===== src/include/gvp_defines.svh =====
`ifndef GVP_DEFINES_SVH
`define GVP_DEFINES_SVH

////////////////////
// program memory sizing
`define GVP_NUM_VECTORS_N2 4            // pc index width
`define GVP_NUM_VECTORS    16           // records in program memory

////////////////////
// data paths
`define GVP_WORD_W         32           // record word / position width
`define GVP_TIME_W         48           // elapsed cycle counter

////////////////////
// store trigger codes on store_data
`define GVP_STORE_NONE     2'd0
`define GVP_STORE_DATA     2'd1         // data point reached
`define GVP_STORE_HEADER   2'd2         // vector header loaded

`endif


===== src/gvp_timebase.sv =====
`timescale 1ns/1ps
`include "gvp_defines.svh"

module gvp_timebase
(
    input  logic                   a_clk,
    input  logic                   reset_flg,
    input  logic                   program_hold,
    input  logic                   deci_load,   // load step of a new record
    input  logic [`GVP_WORD_W-1:0] deci_val,
    output logic                   step_en,     // clock enable for the sequencer
    output logic [`GVP_TIME_W-1:0] gvp_time
);

    logic [`GVP_WORD_W-1:0] deci_reg;           // decimation in force
    logic [`GVP_WORD_W-1:0] deci_cnt;           // cycles until next step

    // held core runs every cycle so it can settle into its start state
    assign step_en = program_hold || (deci_cnt == '0);

    always_ff @(posedge a_clk)
    begin
        if (reset_flg || program_hold)
        begin
            deci_reg <= '0;
            deci_cnt <= '0;                     // first step right after release
            gvp_time <= '0;
        end
        else
        begin
            gvp_time <= gvp_time + 1'b1;
            if (deci_load)
                deci_reg <= deci_val;
            if (deci_cnt == '0)
                deci_cnt <= deci_load ? deci_val : deci_reg; // new deci counts from load step
            else
                deci_cnt <= deci_cnt - 1'b1;
        end
    end

    // hold forces a step every cycle
    a_step_held: assert property (@(posedge a_clk) disable iff (reset_flg)
        program_hold |-> step_en);

endmodule


===== config.mk =====
export PLATFORM = sky130hd
export DESIGN_NAME = gvp_timebase
export DESIGN_NICKNAME = d
export VERILOG_FILES = /design/src/gvp_timebase.sv
export VERILOG_INCLUDE_DIRS = /design/src /design/src/include
export SDC_FILE = /design/constraint.sdc
export NUM_CORES = 1
export LEC_CHECK = 0
export BUFFER_PORTS_ARGS = -buffer_cell sky130_fd_sc_hd__buf_2
export CORE_UTILIZATION = 56
export CTS_CLUSTER_SIZE = 28
export DETAILED_ROUTE_END_ITERATION = 10
export PLACE_DENSITY = 0.8
export SLEW_MARGIN = 0
export SYNTH_ARGS = -nofsm -noshare
export SYNTH_HDL_FRONTEND = slang
export SYNTH_SLANG_ARGS = --single-unit

===== constraint.sdc =====
create_clock -name a_clk -period 2.6 [get_ports a_clk]
set_input_delay 0.52 -clock a_clk [delete_from_list [all_inputs] [get_ports a_clk]]
set_output_delay 0.52 -clock a_clk [all_outputs]
set_load 0.005 [all_outputs]

==> out/results.ini, run 1 <==
[sta]
final_hold_viol_count = 0
layout_setup_ws_ns = 0.0894
finClkSkew_ns = 0.0144
fin_setup_tns_ns = 0
setup_violations = 0
post-route-period-util_pct = 96.6
min_period_ns = 2.51
clock.fmax_mhz = 398
slew_violations = 0
rsz0062_at_grt = false
hold_slack_ns = 0.413
worstMarginPinSlew_ns = 0.594
slew_headroom_pct = 60.4

[clocking]
cts.clk_slew.worst_paths_ns = 0.11
clk_latency_ns = 0.38
cts.sinks = 112
htree_levels = 3
cts_buffer_depth = 2
cts_buffers = 9
cts_tree = done
cts_root_buf = clkbuf_8

[yosys]
synth.top_cell.area_share_pct = 46.0
synthSimpleGateAreaFrac_pct = 23.4
synth_top_family_by_area = simple AND/OR/NAND/NOR gates
seq_area_frac_synth_pct = 46.0
synthMuxAreaShare_pct = 6.57
synth_xor_area_share_pct = 9.52
yosysWarnings = 0
ys_seq_elements = 112
synthAdderAreaFrac_pct = 0.770
synth_compound_area_share_pct = 10.9
synth_area_per_cell_um2 = 9.32
yosys-top-cells-area = dfxtp_1 (46%), mux2i_1 (6.6%), nor2_1 (5.9%)
yosysTopAreaCell = dfxtp_1
synth.distinct_cells = 46
netlist_instances = 523
syn-cell-area_mm2 = 0.00488
syn-num-nets = 562

[grt]
antenna_found_initial = 0
grt_pass1_vias = 3787
grt_first_pass_wirelength_um = 17200
gr-total-overflow = 0
grt_max_degree = 33
grt_use_total_pct = 24.0

[routing]
wl_met1_um = 4820
avgViaCountPerCell = 5.72
wl_per_cell_um = 14.5
top_layer = met4
drt-total-wl_um = 10400
drc = 0
initialDrtViolationCount = 170
ant_nets = 0
num_vias = 4094
wl_met2_um = 5020
dr_wl_met3_um = 450
dr.pass1.iters = 4

[setup_path]
worstPathArrival_ns = 1.99
crit_path_end_kind = output pin
critPathLaunchType = flop
cp.required_ns = 2.08
setup.worst_path.class = reg2out
path_max_fanout = 5

[placement]
port_buffers = 84
dpl.cell_count = 700
gp_congestion = 0.837
hpwlAfterDp_um = 7440
dp_slack_ns = 0.325

[pwr]
vdd_drop_max_uv = 623
power_density_mw_per_mm2 = 949
power.leakage_nw = 2.29

[layout]
final_nets = 645
fill_cells = 676
drive_gt1_share_pct = 21.3
antenna_cells = 0
area_growth_pct = 16.1
largest_reg_flops = 48
fin_util_pct = 67.9
layoutNonFillerInstCount = 716

[die]
io_pins = 85
dieArea_mm2 = 0.00908
core_mm2 = 0.00834
die-width_um = 95.3
row_count = 33
dieHeight_um = 95.3
start_util_pct = 58.5

[run]
maxCapViolations = 0

[min_path]
hold_class = in2reg

[status]
outcome = complete, no violations

==> cells by family after synthesis <==
group                      after synthesis
and+or+nand+nor                        216
buffers and inverters                   34
AOI/OAI and AO/OA                       73
adders and majority gates                3
DFF                                    112
muxes                                   32
xor gates and xnor gates                53
==> synth_stat cells, drive strengths merged <==
library cell	instances
a21boi	1
xnor2	28
dfxtp	112
o32a	3
nand2b	1
o41a	1
nor4	14
nand3	26
or4	10
nand4b	1
nor3b	2
and3	8
and2	5
xor2	25
o21ai	11
o31a	2
or2	3
a21o	1
buf	9
ha	3
inv	7
a2bb2oi	23
mux2i	32
or3	12
o31ai	9
o22a	2
o21a	1
nand2	21
clkbuf	18
nand4	11
a41oi	1
nor2	77
a31oi	1
a21oi	17
nor4b	1
nor3	16
nand3b	1
and4	7
==> worst max-delay path, cell delays in order, from the launching register on <==
cell and delay (ns):
dfxtp_1 0.36, or4_4 0.58, nor4b_4 0.24, nand4_1 0.17
nand2b_1 0.14, buf_2 0.12
==> timing repair <==
item,4_1_cts,5_1_grt
setup buffers,0,0
endpoints found under the setup margin,1,1
hold buffers,0,0
pin swaps,0,1
gates resized for setup,1,3
==> per-stage QoR <==
step           power (W)  area (um^2)
2_1_floorplan    0.00379         4880
3_3_place_gp     0.00428         5450
3_5_place_dp     0.00435         5450
4_1_cts          0.00534         5640
5_1_grt          0.00573         5660
6_report         0.00537         5660
==> layer usage <==
layer  vias to the layer above  GRT usage (%)
li1                       2049              -
met2                        92           40.4
met1                      1944           31.1
met5                         -              0
met3                         9           4.47
met4                         0           7.32
==> report_power, final <==
part	internal, W	switching [W]	leakage (nW)
clock network	0.000387	0.000595	0.0941
logic	0.00101	0.00126	1.29
registers	0.00191	0.000205	0.909
==> layout make-up <==
type	instances	area, um^2	share of cell area [%]
clock buffer	10	138	2.43
timing repair buffer	99	546	9.64
sequential	112	2240	39.6
multi-input combinational	377	2530	44.7
inverter	7	26.3	0.464
clock inverter	6	47.5	0.840
tap	105	131	2.32
==> cells in the final DEF, fill, tap and decap left out, types with 10 or more instances in the layout <==
cell type and instances:
xnor2_1 28, nor4_1 11, clkbuf_8 10, dfxtp_1 112
o21ai_0 11, or3_1 12, nand4_1 11, a21oi_1 17
nor3_1 13, a2bb2oi_1 22, nor2_1 77, mux2i_1 32
nand3_1 26, xor2_1 25, buf_2 84, nand2_1 21
buf_4 14
==> final timing paths <==
path | start | end | slack, ns | depth (start not counted)
max | deci_cnt[2]$_SDFF_PP0_ | step_en | 0.09 | 5
min | reset_flg | gvp_time[46]$_SDFF_PP0_ | 0.41 | 3
max reg2reg | gvp_time[15]$_SDFF_PP0_ | gvp_time[42]$_SDFF_PP0_ | 0.30 | 5
min reg2reg | gvp_time[0]$_SDFF_PP0_ | gvp_time[0]$_SDFF_PP0_ | 0.47 | 1
No activity file was read; power rests on OpenSTA's default activity.
==> run 2, diff against run 1 <==
--- a/config.mk
+++ b/config.mk
@@ -6,11 +6,13 @@
 export SDC_FILE = /design/constraint.sdc
 export NUM_CORES = 1
 export LEC_CHECK = 0
+export ABC_AREA = 1
 export BUFFER_PORTS_ARGS = -buffer_cell sky130_fd_sc_hd__buf_2
-export CORE_UTILIZATION = 56
+export CORE_UTILIZATION = 58
 export CTS_CLUSTER_SIZE = 28
 export DETAILED_ROUTE_END_ITERATION = 10
 export PLACE_DENSITY = 0.8
+export REMOVE_ABC_BUFFERS = 1
 export SLEW_MARGIN = 0
 export SYNTH_ARGS = -nofsm -noshare
 export SYNTH_HDL_FRONTEND = slang
==> run 2 against run 1 <==
Net effect: design area up 24%; clock-buffer cell count shrank 1; global-route usage is 4.9 points higher; combinational power increased by 36%; maximum frequency increased by 11%; hold slack worse by 0.039 ns; wire length up 47%; critical path depth rose by 5.
==> out/results.ini, run 2 <==
[setup_path]
r2r_end = gvp_time[28]$_SDFF_PP0_
critical_path.endpoint = step_en
crit_path_frequent_cell = nand2_1
crit_path_end_kind = output pin
crit_slowest_cell = dfxtp_1
worst-path-buf-inv = 4  ; +3
cp.required_ns = 2.08  ; about the same
path_cells = inv_1 > ha_1 > inv_1 > nor2_1 > nand2_1 > nor2_1 > nand2_1 > buf_4 > nand2_1 > buf_2
timing.rr.start = gvp_time[0]$_SDFF_PP0_
setup.worst_path.class = reg2out
path_max_fanout = 13  ; +8
cp.depth = 10  ; +5
worstPathArrival_ns = 1.75  ; -0.24 ns
critPathLaunchType = flop
worstSetupStartpoint = deci_cnt[0]$_SDFF_PP0_
cp_top_family = buffers and inverters
rrSetupSlack_ns = 0.80  ; +0.50 ns
r2r.worst_path.cells = 9  ; +4
critPathMaxStageDelay_ns = 0.31  ; -0.27 ns

[yosys]
ys.flop_type = dfxtp_1
synth.top_cell.area_share_pct = 35.9  ; -10 points
synth_area_per_cell_um2 = 6.31  ; -32%
ys_top_cells_by_count = nand2_1 (260), nor2_1 (228), inv_1 (114)
synth.distinct_cells = 40  ; -13%
synth-edff-count = 0  ; unchanged
yosys-top-cells-area = dfxtp_1 (36%), nand2_1 (16%), nor2_1 (14%)
yosysWarnings = 0  ; unchanged
seq_area_frac_synth_pct = 35.9  ; -10 points
synth_most_common_cell = nand2_1
async_reset_ff_share_pct = 0  ; unchanged
syn-cell-area_mm2 = 0.00625  ; +28%
netlist_instances = 991  ; +89%
yosysTopAreaCell = dfxtp_1
ys_seq_elements = 112  ; unchanged

[grt]
grt_max_degree = 41  ; +24%
gr-total-overflow = 0  ; unchanged
grt_pass1_vias = 5751  ; +52%
grt_use_total_pct = 28.9  ; +4.9 points
antenna_found_initial = 0  ; unchanged
grt_first_pass_wirelength_um = 25900  ; +51%

[clocking]
cts_buffer_depth = 2  ; unchanged
cts_buffers = 9  ; unchanged
htree_levels = 3  ; unchanged
cts.clk_slew.worst_paths_ns = 0.11  ; about the same
postCtsSetupRepairBufs = 0  ; unchanged
cts_resized = 0  ; -1
clk_latency_ns = 0.40  ; +0.02 ns
cts_root_buf = clkbuf_8
hold_buffers = 0  ; unchanged
cts.sinks = 112  ; unchanged
cts_tree = done

[min_path]
hold_class = in2reg

[layout]
final_nets = 1108  ; +72%
largest_reg_flops = 48  ; unchanged
fin_area_mm2 = 0.00700  ; +24%
layoutNonFillerInstCount = 1210  ; +69%
antenna_cells = 0  ; unchanged
drive_gt1_share_pct = 14.6  ; -6.7 points
final_cell_mix = nand2_1 (260), nor2_1 (227), inv_1 (113), dfxtp_1 (112), buf_2 (84)
fill_cells = 1015  ; +50%
area_growth_pct = 12.0
final_common_cell = nand2_1

[routing]
num_vias = 6139  ; +50%
drc = 0  ; unchanged
avgViaCountPerCell = 5.07  ; -11%
initialDrtViolationCount = 320  ; +88%
dr.pass1.iters = 6  ; +2
ant_nets = 0  ; unchanged
wl_per_cell_um = 12.6  ; -13%
drt-total-wl_um = 15300  ; +47%

[die]
row_count = 37  ; +12%
start_util_pct = 60.3  ; +1.8 points
dieHeight_um = 106  ; +11%
die-width_um = 106  ; +11%
io_pins = 85  ; unchanged
core_mm2 = 0.0104  ; +24%
dieArea_mm2 = 0.0112  ; +23%

[sta]
slew_headroom_pct = 65.5  ; +5.1 points
final_hold_viol_count = 0  ; unchanged
min_period_ns = 2.27  ; -0.243 ns
rsz0062_at_grt = false
setup_violations = 0  ; unchanged
finClkSkew_ns = 0.0131  ; -0.00131 ns
post-route-period-util_pct = 87.2  ; -9.4 points
clock.fmax_mhz = 441  ; +11%
hold_slack_ns = 0.374  ; -0.0389 ns
slew_violations = 0  ; unchanged
worstMarginPinSlew_ns = 0.517  ; -0.0779 ns

[status]
outcome = complete, no violations

[pwr]
net-switching-power_w = 0.00291  ; +41%
internal-power_w = 0.00326  ; -1.6%
vdd_drop_max_uv = 622  ; -0.17%
clockPowerShare_pct = 17.3  ; -1.0 points
power_density_mw_per_mm2 = 880  ; -7.3%
total_power_w = 0.00616  ; +15%
power_frac_comb_pct = 50.4  ; +8.1 points
p_sw_share_pct = 47.2  ; +8.7 points
power.leakage_nw = 3.16  ; +38%
p_seq_share_pct = 32.3  ; -7.1 points

[placement]
hpwlAfterDp_um = 11700  ; +57%
dpl.cell_count = 1194  ; +71%
dpl-instance-area_mm2 = 0.00680  ; +25%
gp_congestion = 0.983  ; +17%
port_buffers = 84  ; unchanged

[run]
maxCapViolations = 0  ; unchanged

==> run 2: cell types whose count changed in the layout (fill, tap and decap cells not counted), sizes merged, moves of 14 or more <==
cell | before | now
nor4 | 14 | 0
mux2i | 32 | 12
nand2 | 21 | 270
a2bb2oi | 23 | 0
inv | 11 | 120
xnor2 | 28 | 5
a21oi | 17 | 57
nor2 | 77 | 255
nand3 | 26 | 50
xor2 | 25 | 9
==> run 2: kinds of logic (layout without fill, tap and decap cells) <==
logic type	count (synthesis)	after routing	share of synthesized area, %
simple gates	621	621	42.9
buf+inv	139	222	8.90
flops	112	112	35.9
compound gates	87	87	7.28
mux	15	15	2.46
xor+xnor	14	14	1.96
fa+ha+maj	3	3	0.600
==> run 2: tightest hold or removal path, cell delays in order <==
cell	delay [ns]
buf_2	0.08
mux2i_1	0.07
nor2_1	0.08
==> run 2: area by class of cell <==
type | instances | area [um^2] | area share (%)
clock buffers | 9 | 124 | 1.77
clock inverters | 7 | 81.3 | 1.16
inverters | 117 | 444 | 6.34
multi-input cells | 740 | 3460 | 49.4
flip-flops and latches | 112 | 2240 | 32.0
well taps | 136 | 170 | 2.43
repair buffers | 89 | 483 | 6.90
==> run 2: per-layer routing <==
metal | vias up | global-route usage, % | part of all wire, % | routed length, um
li1 | 3247 | - | - | -
met1 | 2704 | 33.2 | 43 | 6540
met2 | 149 | 51.9 | 49 | 7510
met3 | 39 | 6.31 | 4.6 | 707
met4 | 0 | 11.4 | 3.3 | 508
met5 | - | 0 | 0 | 0
==> run 2: stage by stage <==
step | util [%] | TNS (ns) | setup WS, ns
floorplan | - | -33.11 | -0.652
global placement | 65.5 | 0 | 0.796
detailed placement | 65.5 | 0 | 0.773
CTS | 67.5 | 0 | 0.332
global route | 67.5 | 0 | 0.118
finish | 67.5 | 0 | 0.333
==> run 2: worst min path at each step <==
stage / start / endpoint / slack [ns] / cells after the start
after floorplan: deci_reg[17]$_SDFF_PP0_ / deci_reg[17]$_SDFF_PP0_ / 0.46 / 2
after global placement: gvp_time[0]$_SDFF_PP0_ / gvp_time[0]$_SDFF_PP0_ / 0.47 / 1
after detailed placement: deci_reg[20]$_SDFF_PP0_ / deci_reg[20]$_SDFF_PP0_ / 0.48 / 2
after CTS: deci_val[25] / deci_reg[25]$_SDFF_PP0_ / 0.38 / 3
after global routing: deci_val[18] / deci_reg[18]$_SDFF_PP0_ / 0.37 / 3
final: deci_val[18] / deci_reg[18]$_SDFF_PP0_ / 0.37 / 3
==> run 2: power by group through the flow <==
stage | Sequential (W) | Combinational, W | Clock, W
2_1_floorplan | 0.00199 | 0.00236 | 0
6_report | 0.00199 | 0.00310 | 0.00107
4_1_cts | 0.00199 | 0.00309 | 0.00110
3_3_place_gp | 0.00202 | 0.00303 | 0
3_5_place_dp | 0.00202 | 0.00306 | 0
5_1_grt | 0.00201 | 0.00354 | 0.00115
