==> src/include/gvp_defines.svh <==
`ifndef GVP_DEFINES_SVH
`define GVP_DEFINES_SVH

////////////////////
// program memory sizing
`define GVP_NUM_VECTORS_N2 4            // pc index width
`define GVP_NUM_VECTORS    16           // records in program memory

////////////////////
// data paths
`define GVP_WORD_W         32           // record word / position width
`define GVP_TIME_W         48           // elapsed cycle counter

////////////////////
// store trigger codes on store_data
`define GVP_STORE_NONE     2'd0
`define GVP_STORE_DATA     2'd1         // data point reached
`define GVP_STORE_HEADER   2'd2         // vector header loaded

`endif

==> src/gvp_vec_if.sv <==
`timescale 1ns/1ps
`include "gvp_defines.svh"

interface gvp_vec_if;

    logic        [`GVP_NUM_VECTORS_N2-1:0] rd_addr;      // current pc
    logic        [`GVP_WORD_W-1:0]         n;
    logic        [`GVP_WORD_W-1:0]         iin;
    logic        [`GVP_WORD_W-1:0]         options;
    logic        [`GVP_WORD_W-1:0]         nrep;
    logic signed [`GVP_WORD_W-1:0]         next;
    logic        [`GVP_WORD_W-1:0]         deci;
    logic signed [`GVP_WORD_W-1:0]         dx;
    logic signed [`GVP_WORD_W-1:0]         dy;
    logic signed [`GVP_WORD_W-1:0]         dz;
    logic signed [`GVP_WORD_W-1:0]         du;
    logic        [`GVP_WORD_W-1:0]         loop_cnt;     // live repeat counter
    logic                                  loop_wr;      // section end write-back
    logic        [`GVP_WORD_W-1:0]         loop_wr_val;
    logic        [`GVP_NUM_VECTORS_N2-1:0] loop_wr_addr;

    modport mem
    (
        input  rd_addr, loop_wr, loop_wr_val, loop_wr_addr,
        output n, iin, options, nrep, next, deci, dx, dy, dz, du, loop_cnt
    );

    modport seq
    (
        output rd_addr, loop_wr, loop_wr_val, loop_wr_addr,
        input  n, iin, options, nrep, next, deci, dx, dy, dz, du, loop_cnt
    );

    modport accum (input dx, dy, dz, du); // increments only

endinterface

==> src/gvp_vector_accum.sv <==
`timescale 1ns/1ps
`include "gvp_defines.svh"

module gvp_vector_accum
(
    input  logic                          a_clk,
    input  logic                          reset_flg,
    input  logic                          program_hold,
    input  logic                          add_en,
    gvp_vec_if.accum                      vec,
    output logic signed [`GVP_WORD_W-1:0] pos_x,
    output logic signed [`GVP_WORD_W-1:0] pos_y,
    output logic signed [`GVP_WORD_W-1:0] pos_z,
    output logic signed [`GVP_WORD_W-1:0] pos_u
);

    logic hold_d;                               // program_hold last cycle
    logic hold_rise;

    assign hold_rise = program_hold && !hold_d; // new run is being armed

    always_ff @(posedge a_clk)
    begin
        if (reset_flg)
            hold_d <= 1'b0;
        else
            hold_d <= program_hold;
    end

    always_ff @(posedge a_clk)
    begin
        if (reset_flg || hold_rise)
        begin
            pos_x <= '0;
            pos_y <= '0;
            pos_z <= '0;
            pos_u <= '0;
        end
        else if (add_en)
        begin
            pos_x <= pos_x + vec.dx;            // wraps like the dac word
            pos_y <= pos_y + vec.dy;
            pos_z <= pos_z + vec.dz;
            pos_u <= pos_u + vec.du;
        end
    end

endmodule

==> src/flat_wrapper.sv <==
// flat-port wrapper written by rule: the top's interface ports become plain ports
module gvp_vector_accum_flat 
  (a_clk, reset_flg, program_hold, add_en, pos_x, pos_y, pos_z, pos_u, vec_dx, vec_dy, vec_dz, vec_du);
  gvp_vec_if vec_i ();
  input  logic a_clk;
  input  logic reset_flg;
  input  logic program_hold;
  input  logic add_en;
  output logic signed [`GVP_WORD_W-1:0] pos_x;
  output logic signed [`GVP_WORD_W-1:0] pos_y;
  output logic signed [`GVP_WORD_W-1:0] pos_z;
  output logic signed [`GVP_WORD_W-1:0] pos_u;
  input wire logic [$bits(vec_i.dx)-1:0] vec_dx;
  input wire logic [$bits(vec_i.dy)-1:0] vec_dy;
  input wire logic [$bits(vec_i.dz)-1:0] vec_dz;
  input wire logic [$bits(vec_i.du)-1:0] vec_du;
  assign vec_i.dx = vec_dx;
  assign vec_i.dy = vec_dy;
  assign vec_i.dz = vec_dz;
  assign vec_i.du = vec_du;
  gvp_vector_accum u_core (.a_clk(a_clk), .reset_flg(reset_flg), .program_hold(program_hold), .add_en(add_en), .vec(vec_i), .pos_x(pos_x), .pos_y(pos_y), .pos_z(pos_z), .pos_u(pos_u));
endmodule
==> config.mk <==
export PLATFORM = sky130hd
export DESIGN_NAME = gvp_vector_accum_flat
export DESIGN_NICKNAME = d
export VERILOG_FILES = /design/src/gvp_vec_if.sv /design/src/gvp_vector_accum.sv /design/src/flat_wrapper.sv
export VERILOG_INCLUDE_DIRS = /design/src /design/src/include
export SDC_FILE = /design/constraint.sdc
export NUM_CORES = 1
export LEC_CHECK = 0
export ABC_AREA = 0
export BUFFER_PORTS_ARGS = -buffer_cell sky130_fd_sc_hd__buf_2
export CAP_MARGIN = 20
export CORE_MARGIN = 3
export CORE_UTILIZATION = 35
export CTS_BUF_LIST = sky130_fd_sc_hd__clkbuf_8
export DETAILED_ROUTE_END_ITERATION = 8
export GPL_TIMING_DRIVEN = 1
export PLACE_DENSITY = 0.62
export SLEW_MARGIN = 0
export SYNTH_ARGS = -nofsm -noshare
export SYNTH_HDL_FRONTEND = slang
export SYNTH_SLANG_ARGS = --single-unit
==> constraint.sdc <==
create_clock -name a_clk -period 5.1 [get_ports a_clk]
set_input_delay 0.765 -clock a_clk [delete_from_list [all_inputs] [get_ports a_clk]]
set_output_delay 0.765 -clock a_clk [all_outputs]
set_load 0.05 [all_outputs]
==> results of run 1 <==
## path summary, 6_finish.rpt
check                        start                to  cells after the start  slack, ns
setup / recovery         vec_dy[0]  u_core.pos_y[28]                     13       1.68
hold / removal    u_core.pos_x[26]  u_core.pos_x[26]                      2       0.46
setup reg to reg   u_core.pos_y[0]  u_core.pos_y[28]                     12       1.76
hold reg to reg   u_core.pos_x[26]  u_core.pos_x[26]                      2       0.46
## state kept, by name (all words and copies together), names as in the netlist
register	count
u_core.pos_u	32
u_core.pos_x	32
u_core.pos_y	32
u_core.pos_z	32
u_core.hold_d	1
## where the power goes
group / internal, W / switching, W / total [W] / leakage, nW
Sequential: 0.00108 / 0.0000637 / 0.00115 / 1.06
Clock: 0.000544 / 0.000472 / 0.00102 / 0.207
Combinational: 0.000494 / 0.000863 / 0.00136 / 5.08
## per-stage QoR
stage,instance area [µm²],utilization (%)
after global placement,12200,41.7
final,12600,43.2
after detailed placement,12200,41.7
after global routing,12600,43.2
after floorplan,10500,-
after CTS,12600,43.2
## cell families (layout without fill, tap and decap cells)
kind of cell	count (synthesis)	in the layout	synth area share, %
AOI/OAI and AO/OA	414	414	26.3
muxes	64	64	6.09
xor gates and xnor gates	103	103	8.57
adders and majority gates	128	128	15.5
buffers and inverters	80	322	2.87
DFF	129	129	24.5
other	0	6	0
and+or+nand+nor	359	359	16.1
## metal layers
| metal | wire (µm) | part of all wire [%] | vias to the layer above |
|---|---|---|---|
| li1 | - | - | 5198 |
| met3 | 2170 | 6.8 | 43 |
| met5 | 70 | 0.22 | - |
| met4 | 573 | 1.8 | 10 |
| met1 | 14500 | 46 | 4699 |
| met2 | 14500 | 46 | 216 |
## cell usage in the layout (no fill, tap or decap), types with 56 or more instances in the layout
| master | synthesis | routed |
|---|---|---|
| ha_1 | 124 | 124 |
| mux2i_1 | 64 | 64 |
| nand2_1 | 97 | 96 |
| a21oi_1 | 105 | 105 |
| buf_2 | 1 | 258 |
| a21o_1 | 64 | 63 |
| xnor2_1 | 64 | 64 |
| dfxtp_1 | 129 | 129 |
| nor2_1 | 123 | 122 |
| o21ai_0 | 56 | 56 |
## final cells by class
type	instances	area, µm²	area share [%]
diodes	6	15.0	0.119
flip-flops and latches	129	2580	20.5
repair buffers	265	1340	10.7
inverters	26	97.6	0.774
multi-input cells	1068	7650	60.7
well taps	384	480	3.81
clock inverters	13	186	1.48
clock buffers	18	248	1.96
## tightest hold or removal path, stage by stage, from the launching register on
cell and delay (ns):
dfxtp_1 0.33, nand2_1 0.05, o21ai_1 0.05
==> results.txt, run 1 <==
Aggregate global-route resource usage: 19.3%
Total Power Consumption: 0.00352 W
Grt peak-use layer: met2
Pin count of the biggest net entering global routing: 57
Max clock buf depth: 2
Slew Limit Fails: 0
Run status: finished clean
Antenna violation net count after detailed routing: 0
Met2 usage: 31.5%
Via Count: 10.2k
Filler-free cell count of the finished design: 1909
Initial Utilization: 36.1%
Max Clk Rate: 292 MHz
Number of design-rule violations left by the first detailed-router iteration: 606
Width of the die: 179 µm
CORE AREA: 29200 µm²
Arrival time worst endpoint: 3.76 ns
List of most frequent post-synthesis cells: dfxtp_1 (129), ha_1 (124), nor2_1 (123)
Category of the most critical setup path: in -> reg
Max stage delay on crit path: 0.41 ns
Shortest period the worst path allows: 3.42 ns
Final Setup Violations: 0
Total of fill cells in the finished design: 3024
Crit share post-route: 67.1%
Post-synthesis sequential area ratio: 24.5%
Cell Pwr Density: 279 nW/µm²
Met3 track demand over resource: 5.82%
Placed wire-length estimate: 24600 µm
Synthesized flop and latch total: 129
Grt ovf: 0
Avg Inst Size Synth: 8.24 µm²
Worst path top cell family by delay: compound AO/OA/AOI/OAI gates
First-pass GRT wire length: 50200 µm
Number of enable flip-flop cells after synthesis: 0
Num Clock Sinks: 129
Insertion delay of the later-clocked pin in the worst-skew pair: 0.47 ns
Post-route worst setup slack: 1.68 ns
Rel. slew slack: 49.4%
Standard-cell rows: 62
Transition time at the pin with the least slew margin: 0.759 ns
Total Nets Final: 1767
Number of iterations in the first detailed-routing pass: 5
Unrepaired setup endpoints after global routing: false
Clock skew: 0.0193 ns
Crit Path Max Fanout: 4
Height of the chip: 179 µm
Critical Path Start Type: primary input
Met1 usage: 24.6%
Cell count after synthesis: 1277
Number of antenna violations at the first check in global routing: 8
Routed length per instance: 16.7 µm
Most numerous cell on the critical path: o21ai_1
Data required time at the worst endpoint: 5.44 ns
Worst path buffer plus inverter count: 1
Leading post-synthesis cells by cell area: dfxtp_1 (25%), ha_1 (15%), mux2i_1 (6.1%), xnor2_1 (5.3%), a21oi_1 (5.0%)
Number of nets in the synthesized netlist: 1537
Number of instances in the placed design: 1872
Post_cts resized: 0
Cell type with the highest aggregate area in the netlist: dfxtp_1
Total of hold buffers inserted after clock tree synthesis: 0
Worst slack at placement: 1.20 ns
Post-CTS Setup Inserts: 0
Worst-path clk slew: 0.09 ns
Critical path endpoint category: flop
Synthesis Warnings: 0
Worst hold slack: 0.465 ns
Vias per Instance: 5.33
GP Congestion: 0.910
Final routed wirelength across all metal layers: 31900 µm
# IOs: 260
Max VDD drop: 0.000133 V
Number of hold violations in the final report: 0
Total DRC errors in the routed layout: 0
Most frequently used cell type in the post-synthesis netlist: dfxtp_1
Type of the worst min-delay path: reg -> reg
Critical-path cell with the highest stage delay: fa_1
Post-route setup TNS: 0 ns
Proportion of register bits with asynchronous set or reset after synthesis: 0%
Cell area after synthesis: 10500 µm²
Quantity of I/O buffers inserted on ports: 259
CTS H-tree depth: 4
Cell chain of the critical path: buf_2 -> ha_1 -> fa_1 -> a21o_1 -> a21oi_1 -> o21ai_1 -> a21boi_1 -> o21ai_1 -> a221o_1 -> a211oi_1 -> a21boi_1 -> xnor2_1 -> o21ai_1
CTS root buf: clkbuf_8
Static Leak: 6.35 nW
Dominant synthesized flop cell: dfxtp_1
Fraction of synthesized cell area taken by the top area cell type: 24.5%
Reported max-cap violation count: 0
Number of global-route vias before repair: 9757
Synth-to-Final Area Change: 19.8%
Number of distinct standard cells referenced by the synthesized netlist: 75
Die ar.: 32200 µm²
Num CTS Buffers: 17
Share of layout cells above drive strength 1: 21.3%
Clock tree from TritonCTS: yes
Note: power is estimated with default switching activity, not from simulation.
==> inputs of run 2 (changes only) <==
- clock period: 5.1 -> 3.3 ns (I/O delays scaled with it)
==> results.txt, run 2 (synthesized netlist as in run 1, its figures left out) <==
Most used cells in the layout excluding fill and tap cells: buf_2 (258), dfxtp_1 (129), ha_1 (124), nor2_1 (122), a21oi_1 (101)
Share of layout cells above drive strength 1: 25.0% (+3.8 points)
Initial Utilization: 36.1% (unchanged)
Number of antenna violations at the first check in global routing: 9 (+1)
Vias per Instance: 5.32 (about the same)
Crit Path Max Fanout: 3 (-1)
Pin count of the biggest net entering global routing: 64 (+12%)
CORE AREA: 29200 µm² (unchanged)
Grt ovf: 0 (unchanged)
Num Clock Sinks: 129 (unchanged)
Number of global-route vias before repair: 10.2k (+4.8%)
Aggregate global-route resource usage: 19.8% (+0.46 points)
CTS H-tree depth: 4 (unchanged)
GP Congestion: 0.903 (-0.86%)
Slack of the worst reg-to-reg path: 0.11 ns (-1.65 ns)
Cell Pwr Density: 426 nW/µm² (+53%)
Placed wire-length estimate: 25200 µm (+2.5%)
Number of design-rule violations left by the first detailed-router iteration: 562 (-7.3%)
Static Leak: 6.68 nW (+5.3%)
Min-Delay Startpoint: reset_flg
Clock skew: 0.0122 ns (-0.00706 ns)
Number of iterations in the first detailed-routing pass: 7 (+2)
Die ar.: 32200 µm² (unchanged)
Post-route setup TNS: 0 ns (unchanged)
Worst slack at placement: -0.228 ns (-1.42 ns)
Reported max-cap violation count: 0 (unchanged)
Number of hold violations in the final report: 0 (unchanged)
Final routed wirelength across all metal layers: 32400 µm (+1.8%)
Arrival time worst endpoint: 3.52 ns (-0.24 ns)
Standard-cell rows: 62 (unchanged)
Clock tree from TritonCTS: yes
Num CTS Buffers: 17 (unchanged)
Slew Limit Fails: 0 (unchanged)
Cell area after placement: 12600 µm² (+3.8%)
# IOs: 260 (unchanged)
Insertion delay of the later-clocked pin in the worst-skew pair: 0.44 ns (-0.03 ns)
Critical Path Start Type: flop
First-pass GRT wire length: 51200 µm (+2.0%)
Transition time at the pin with the least slew margin: 0.961 ns (+0.201 ns)
Antenna violation net count after detailed routing: 0 (unchanged)
Synth-to-Final Area Change: 25.1%
Crit share post-route: 96.7%
Type of the worst min-delay path: in -> reg
Width of the die: 179 µm (unchanged)
Data required time at the worst endpoint: 3.63 ns (-1.81 ns)
Post-route cell area: 13200 µm² (+4.4%)
Total DRC errors in the routed layout: 0 (unchanged)
Critical path endpoint category: flop
Total Power Consumption: 0.00560 W (+59%)
Worst-path clk slew: 0.08 ns (about the same)
Total Nets Final: 1830 (+3.6%)
Category of the most critical setup path: reg -> reg
Endpoint of the worst hold path: u_core.hold_d
Quantity of I/O buffers inserted on ports: 259 (unchanged)
Total of hold buffers inserted after clock tree synthesis: 0 (unchanged)
Via Count: 10.5k (+3.2%)
Most frequent standard cell in the layout excluding fill and tap cells: buf_2
Max clock buf depth: 2 (unchanged)
CTS root buf: clkbuf_8
Max VDD drop: 0.000207 V (+56%)
Crit path launch: u_core.pos_x[0]
Max Clk Rate: 313 MHz
Shortest period the worst path allows: 3.19 ns
Height of the chip: 179 µm (unchanged)
Worst reg2reg path endpoint: u_core.pos_x[30]
Final Setup Violations: 0 (unchanged)
Run status: finished clean
Origin of the critical flop-to-flop path: u_core.pos_x[0]
Utilization after layout: 45.1% (+1.9 points)
Routed length per instance: 16.5 µm (-1.4%)
Rel. slew slack: 36.0% (-13 points)
Path depth of the worst reg2reg path: 12 (unchanged)
Cell depth of the worst min-delay path: 2 (unchanged)
Post-route worst setup slack: 0.108 ns (-1.57 ns)
==> run 2: cell types whose count changed in the layout (fill, tap and decap cells not counted), sizes merged <==
cell,previous run,this run
buf,265,328
clkbuf,18,21
clkinvlp,4,3
diode,6,4
inv,27,26
==> run 2: area by class of cell <==
type | count | area [µm²]
diodes | 4 | 10.0
clock buffers | 21 | 289
clock inverters | 11 | 178
fillers | 2981 | 16000
inverters | 26 | 97.6
multi-input cells | 1068 | 7710
flip-flops and latches | 129 | 2580
well taps | 384 | 480
repair buffers | 328 | 1820
==> run 2: critical path, stage by stage, from the launching register on <==
cell	delay, ns
dfxtp_1	0.32
ha_1	0.21
fa_1	0.41
a21oi_2	0.17
o21bai_2	0.10
a2111oi_4	0.37
o41ai_2	0.14
a41o_1	0.28
o41ai_4	0.43
o21ai_2	0.14
a41oi_2	0.23
mux2i_1	0.24
nor3_2	0.05
==> run 2: power by group <==
part | switching [W] | internal (W) | total [W] | leakage, nW
clock | 0.000715 | 0.000910 | 0.00163 | 0.224
combinational | 0.00136 | 0.000844 | 0.00221 | 5.40
sequential | 0.0000972 | 0.00167 | 0.00177 | 1.06
==> run 2: stage by stage <==
stage	cells	hold WS, ns
2_1_floorplan	1277	0.567
3_3_place_gp	1934	0.450
3_5_place_dp	1934	0.454
4_1_cts	1966	0.216
5_1_grt	1970	0.212
6_report	1971	0.242
==> run 2: how the worst max path moves through the flow <==
stage / cells past startpoint / to / slack (ns)
2_1_floorplan: 12 / u_core.pos_x[30] / 0.07
3_3_place_gp: 12 / u_core.pos_z[24] / -0.16
6_report: 12 / u_core.pos_x[30] / 0.11
5_1_grt: 12 / u_core.pos_x[30] / -0.08
4_1_cts: 12 / u_core.pos_x[28] / 0.06
3_5_place_dp: 12 / u_core.pos_z[24] / -0.23
==> run 2: per-layer routing <==
metal	track usage (%)	wire length (µm)
met5	0	73
met4	5.48	616
met3	5.56	2140
met2	32.2	14800
met1	25.6	14800
==> run 2: repair_timing <==
item                                   in CTS  in global routing
resized for setup                           0                 10
endpoints found under the hold margin       0                  0
setup buffers                               0                  1
setup endpoints to repair                   0                 12
==> inputs of run 3 (changes only) <==
- ABC_AREA: 0 -> 1
- PLACE_DENSITY: 0.62 -> 0.6
==> results.txt, run 3 <==
Run status: finished clean
Dominant synthesized flop cell: dfxtp_1
Share of layout cells above drive strength 1: 13.1% (-12 points)
Shortest period the worst path allows: 2.13 ns (-1.06 ns)
Critical-path cell with the highest stage delay: fa_1
Path depth of the worst reg2reg path: 12 (unchanged)
Slack of the worst reg-to-reg path: 1.17 ns (+1.06 ns)
Crit share post-route: 64.7% (-32 points)
Total Nets Final: 3185 (+74%)
Number of iterations in the first detailed-routing pass: 5 (-2)
Number of antenna violations at the first check in global routing: 4 (-5)
Routed length per instance: 13.6 µm (-18%)
Width of the die: 209 µm (+17%)
Number of design-rule violations left by the first detailed-router iteration: 702 (+25%)
Most frequently used cell type in the post-synthesis netlist: nand2_1
# IOs: 260 (unchanged)
Critical Path Stages: 12 (unchanged)
Rel. slew slack: 51.0% (+15 points)
Post-synthesis sequential area ratio: 17.9% (-6.7 points)
Clock skew: 0.0207 ns (+0.00843 ns)
Number of global-route vias before repair: 15.2k (+49%)
Worst path buffer plus inverter count: 1 (+1)
Most used cells in the layout excluding fill and tap cells: nand2_1 (941), inv_1 (565), nor2_1 (371), buf_2 (258), nand3_1 (152)
Max stage delay on crit path: 0.48 ns (+0.05 ns)
Post-route cell area: 16700 µm² (+27%)
Avg Inst Size Synth: 5.39 µm² (-35%)
Filler-free cell count of the finished design: 3464 (+76%)
Crit path launch: u_core.pos_z[0]
Aggregate global-route resource usage: 21.4% (+1.7 points)
Max clock buf depth: 2 (unchanged)
Worst hold slack: 0.144 ns (-0.0984 ns)
Via Count: 15.9k (+51%)
Worst-path clk slew: 0.08 ns (about the same)
Pin count of the biggest net entering global routing: 134 (+110%)
Antenna violation net count after detailed routing: 0 (unchanged)
End of the critical path: u_core.pos_z[28]
Data required time at the worst endpoint: 3.76 ns (+0.13 ns)
Post_cts resized: 0 (unchanged)
Total Power Consumption: 0.00572 W (+2.1%)
Crit Path Max Fanout: 4 (+1)
Max VDD drop: 0.000289 V (+40%)
Number of distinct standard cells referenced by the synthesized netlist: 34 (-55%)
Number of nets in the synthesized netlist: 2942 (+91%)
Type of the worst min-delay path: in -> reg
CTS root buf: clkbuf_8
Final routed wirelength across all metal layers: 47000 µm (+45%)
Number of enable flip-flop cells after synthesis: 0 (unchanged)
Leading post-synthesis cells by cell area: nand2_1 (24%), dfxtp_1 (18%), inv_1 (15%), ha_1 (11%), nor2_1 (9.6%)
Height of the chip: 209 µm (+17%)
First-pass GRT wire length: 75900 µm (+48%)
Quantity of I/O buffers inserted on ports: 259 (unchanged)
Synthesis Warnings: 0 (unchanged)
Critical path endpoint category: flop
Synth-to-Final Area Change: 15.5%
Fraction of synthesized cell area taken by the top area cell type: 24.4% (-0.11 points)
Number of hold violations in the final report: 0 (unchanged)
Slew Limit Fails: 0 (unchanged)
Cell area after synthesis: 14500 µm² (+37%)
Max Clk Rate: 468 MHz (+50%)
Standard-cell rows: 73 (+18%)
Static Leak: 11.1 nW (+66%)
Final Setup Violations: 0 (unchanged)
Transition time at the pin with the least slew margin: 0.735 ns (-0.226 ns)
CTS H-tree depth: 4 (unchanged)
Num CTS Buffers: 17 (unchanged)
Worst reg2reg path endpoint: u_core.pos_z[28]
Reported max-cap violation count: 0 (unchanged)
Vias per Instance: 4.58 (-14%)
Worst path top cell family by delay: simple AND/OR/NAND/NOR gates
GP Congestion: 0.927 (+2.7%)
CORE AREA: 40300 µm² (+38%)
Most frequent standard cell in the layout excluding fill and tap cells: nand2_1
Arrival time worst endpoint: 2.59 ns (-0.93 ns)
Clock tree from TritonCTS: yes
Insertion delay of the later-clocked pin in the worst-skew pair: 0.56 ns (+0.12 ns)
Num Clock Sinks: 129 (unchanged)
Total DRC errors in the routed layout: 0 (unchanged)
Category of the most critical setup path: reg -> reg
Cell area after placement: 16300 µm² (+29%)
Cell type with the highest aggregate area in the netlist: nand2_1
List of most frequent post-synthesis cells: nand2_1 (941), inv_1 (565), nor2_1 (371)
Initial Utilization: 35.9% (-0.19 points)
Critical Path Start Type: flop
Origin of the critical flop-to-flop path: u_core.pos_z[0]
Post-route setup TNS: 0 ns (unchanged)
Cell Pwr Density: 343 nW/µm² (-19%)
Number of instances in the placed design: 3431 (+77%)
Post-CTS Setup Inserts: 0 (unchanged)
Unrepaired setup endpoints after global routing: false
Placed wire-length estimate: 37700 µm (+50%)
Total of hold buffers inserted after clock tree synthesis: 0 (unchanged)
Die ar.: 43800 µm² (+36%)
Synthesized flop and latch total: 129 (unchanged)
Cell count after synthesis: 2682 (+110%)
Cell chain of the critical path: ha_1 -> fa_1 -> nand3_1 -> nand3_1 -> nand3_1 -> nand3_2 -> nand2_1 -> nand2_1 -> nand2_1 -> nand3_1 -> nand2_1 -> inv_1
Proportion of register bits with asynchronous set or reset after synthesis: 0% (unchanged)
Grt ovf: 0 (unchanged)
## run 3: cell types whose count changed after synthesis, sizes merged, moves of 24 or more
cell    previous run  this run
nand2             97       976
nand3             31       168
clkbuf            46        22
xnor2             64        13
a21o              64         4
nor2             123       391
inv               26       579
o21ai             93        63
a211oi            26         0
mux2i             64         0
## run 3: layer usage
layer	vias up	wire length, µm	global-route usage, %
met5	-	50	0
met3	66	2490	4.23
met4	8	1020	7.02
li1	8499	-	-
met1	6957	22000	27.6
met2	325	21400	36.0
## run 3: cell type report
class                   count  area (µm²)
flip-flops and latches    129        2580
well taps                 525         657
inverters                 580        2180
diodes                      1        2.50
clock inverters            11         111
repair buffers            265        1370
multi-input cells        1932        9500
clock buffers              21         289
fillers                  4552       23600
## run 3: logic make-up (layout without fill, tap and decap cells)
logic type	count (synthesis)	in the layout	synth area share, %
AO/OA/AOI/OAI	175	175	6.43
XOR/XNOR	61	61	3.70
other	0	1	0
AND/OR/NAND/NOR	1568	1568	44.3
adder cells (fa/ha/maj)	128	128	11.3
flip-flops	129	129	17.9
buffers and inverters	621	877	16.4
## run 3: power by group
| group | switching (W) | internal (W) | total, W |
|---|---|---|---|
| clock | 0.000780 | 0.000740 | 0.00152 |
| combinational | 0.00169 | 0.000752 | 0.00244 |
| sequential | 0.0000974 | 0.00166 | 0.00176 |
## run 3: how the worst min path moves through the flow
stage / startpoint / endpoint / cells after the start
5_1_grt: reset_flg / u_core.hold_d / 2
6_report: reset_flg / u_core.hold_d / 2
3_5_place_dp: u_core.pos_x[0] / u_core.pos_x[0] / 2
4_1_cts: reset_flg / u_core.hold_d / 2
2_1_floorplan: reset_flg / u_core.hold_d / 1
3_3_place_gp: u_core.pos_y[0] / u_core.pos_y[0] / 2
## run 3: worst register-to-register path, cell delays in order (launching register included)
cell     delay [ns]
dfxtp_1        0.33
ha_1           0.30
fa_1           0.49
nand3_1        0.11
nand3_1        0.16
nand3_1        0.13
nand3_2        0.11
nand2_1        0.11
nand2_1        0.06
nand2_1        0.06
nand3_1        0.06
nand2_1        0.10
inv_1          0.04
## run 3: per-stage QoR
stage / utilization, % / setup slack, ns
floorplan: - / 1.26
global placement: 40.4 / 0.909
detailed placement: 40.4 / 0.859
CTS: 41.4 / 1.16
global route: 41.4 / 0.989
finish: 41.4 / 1.17
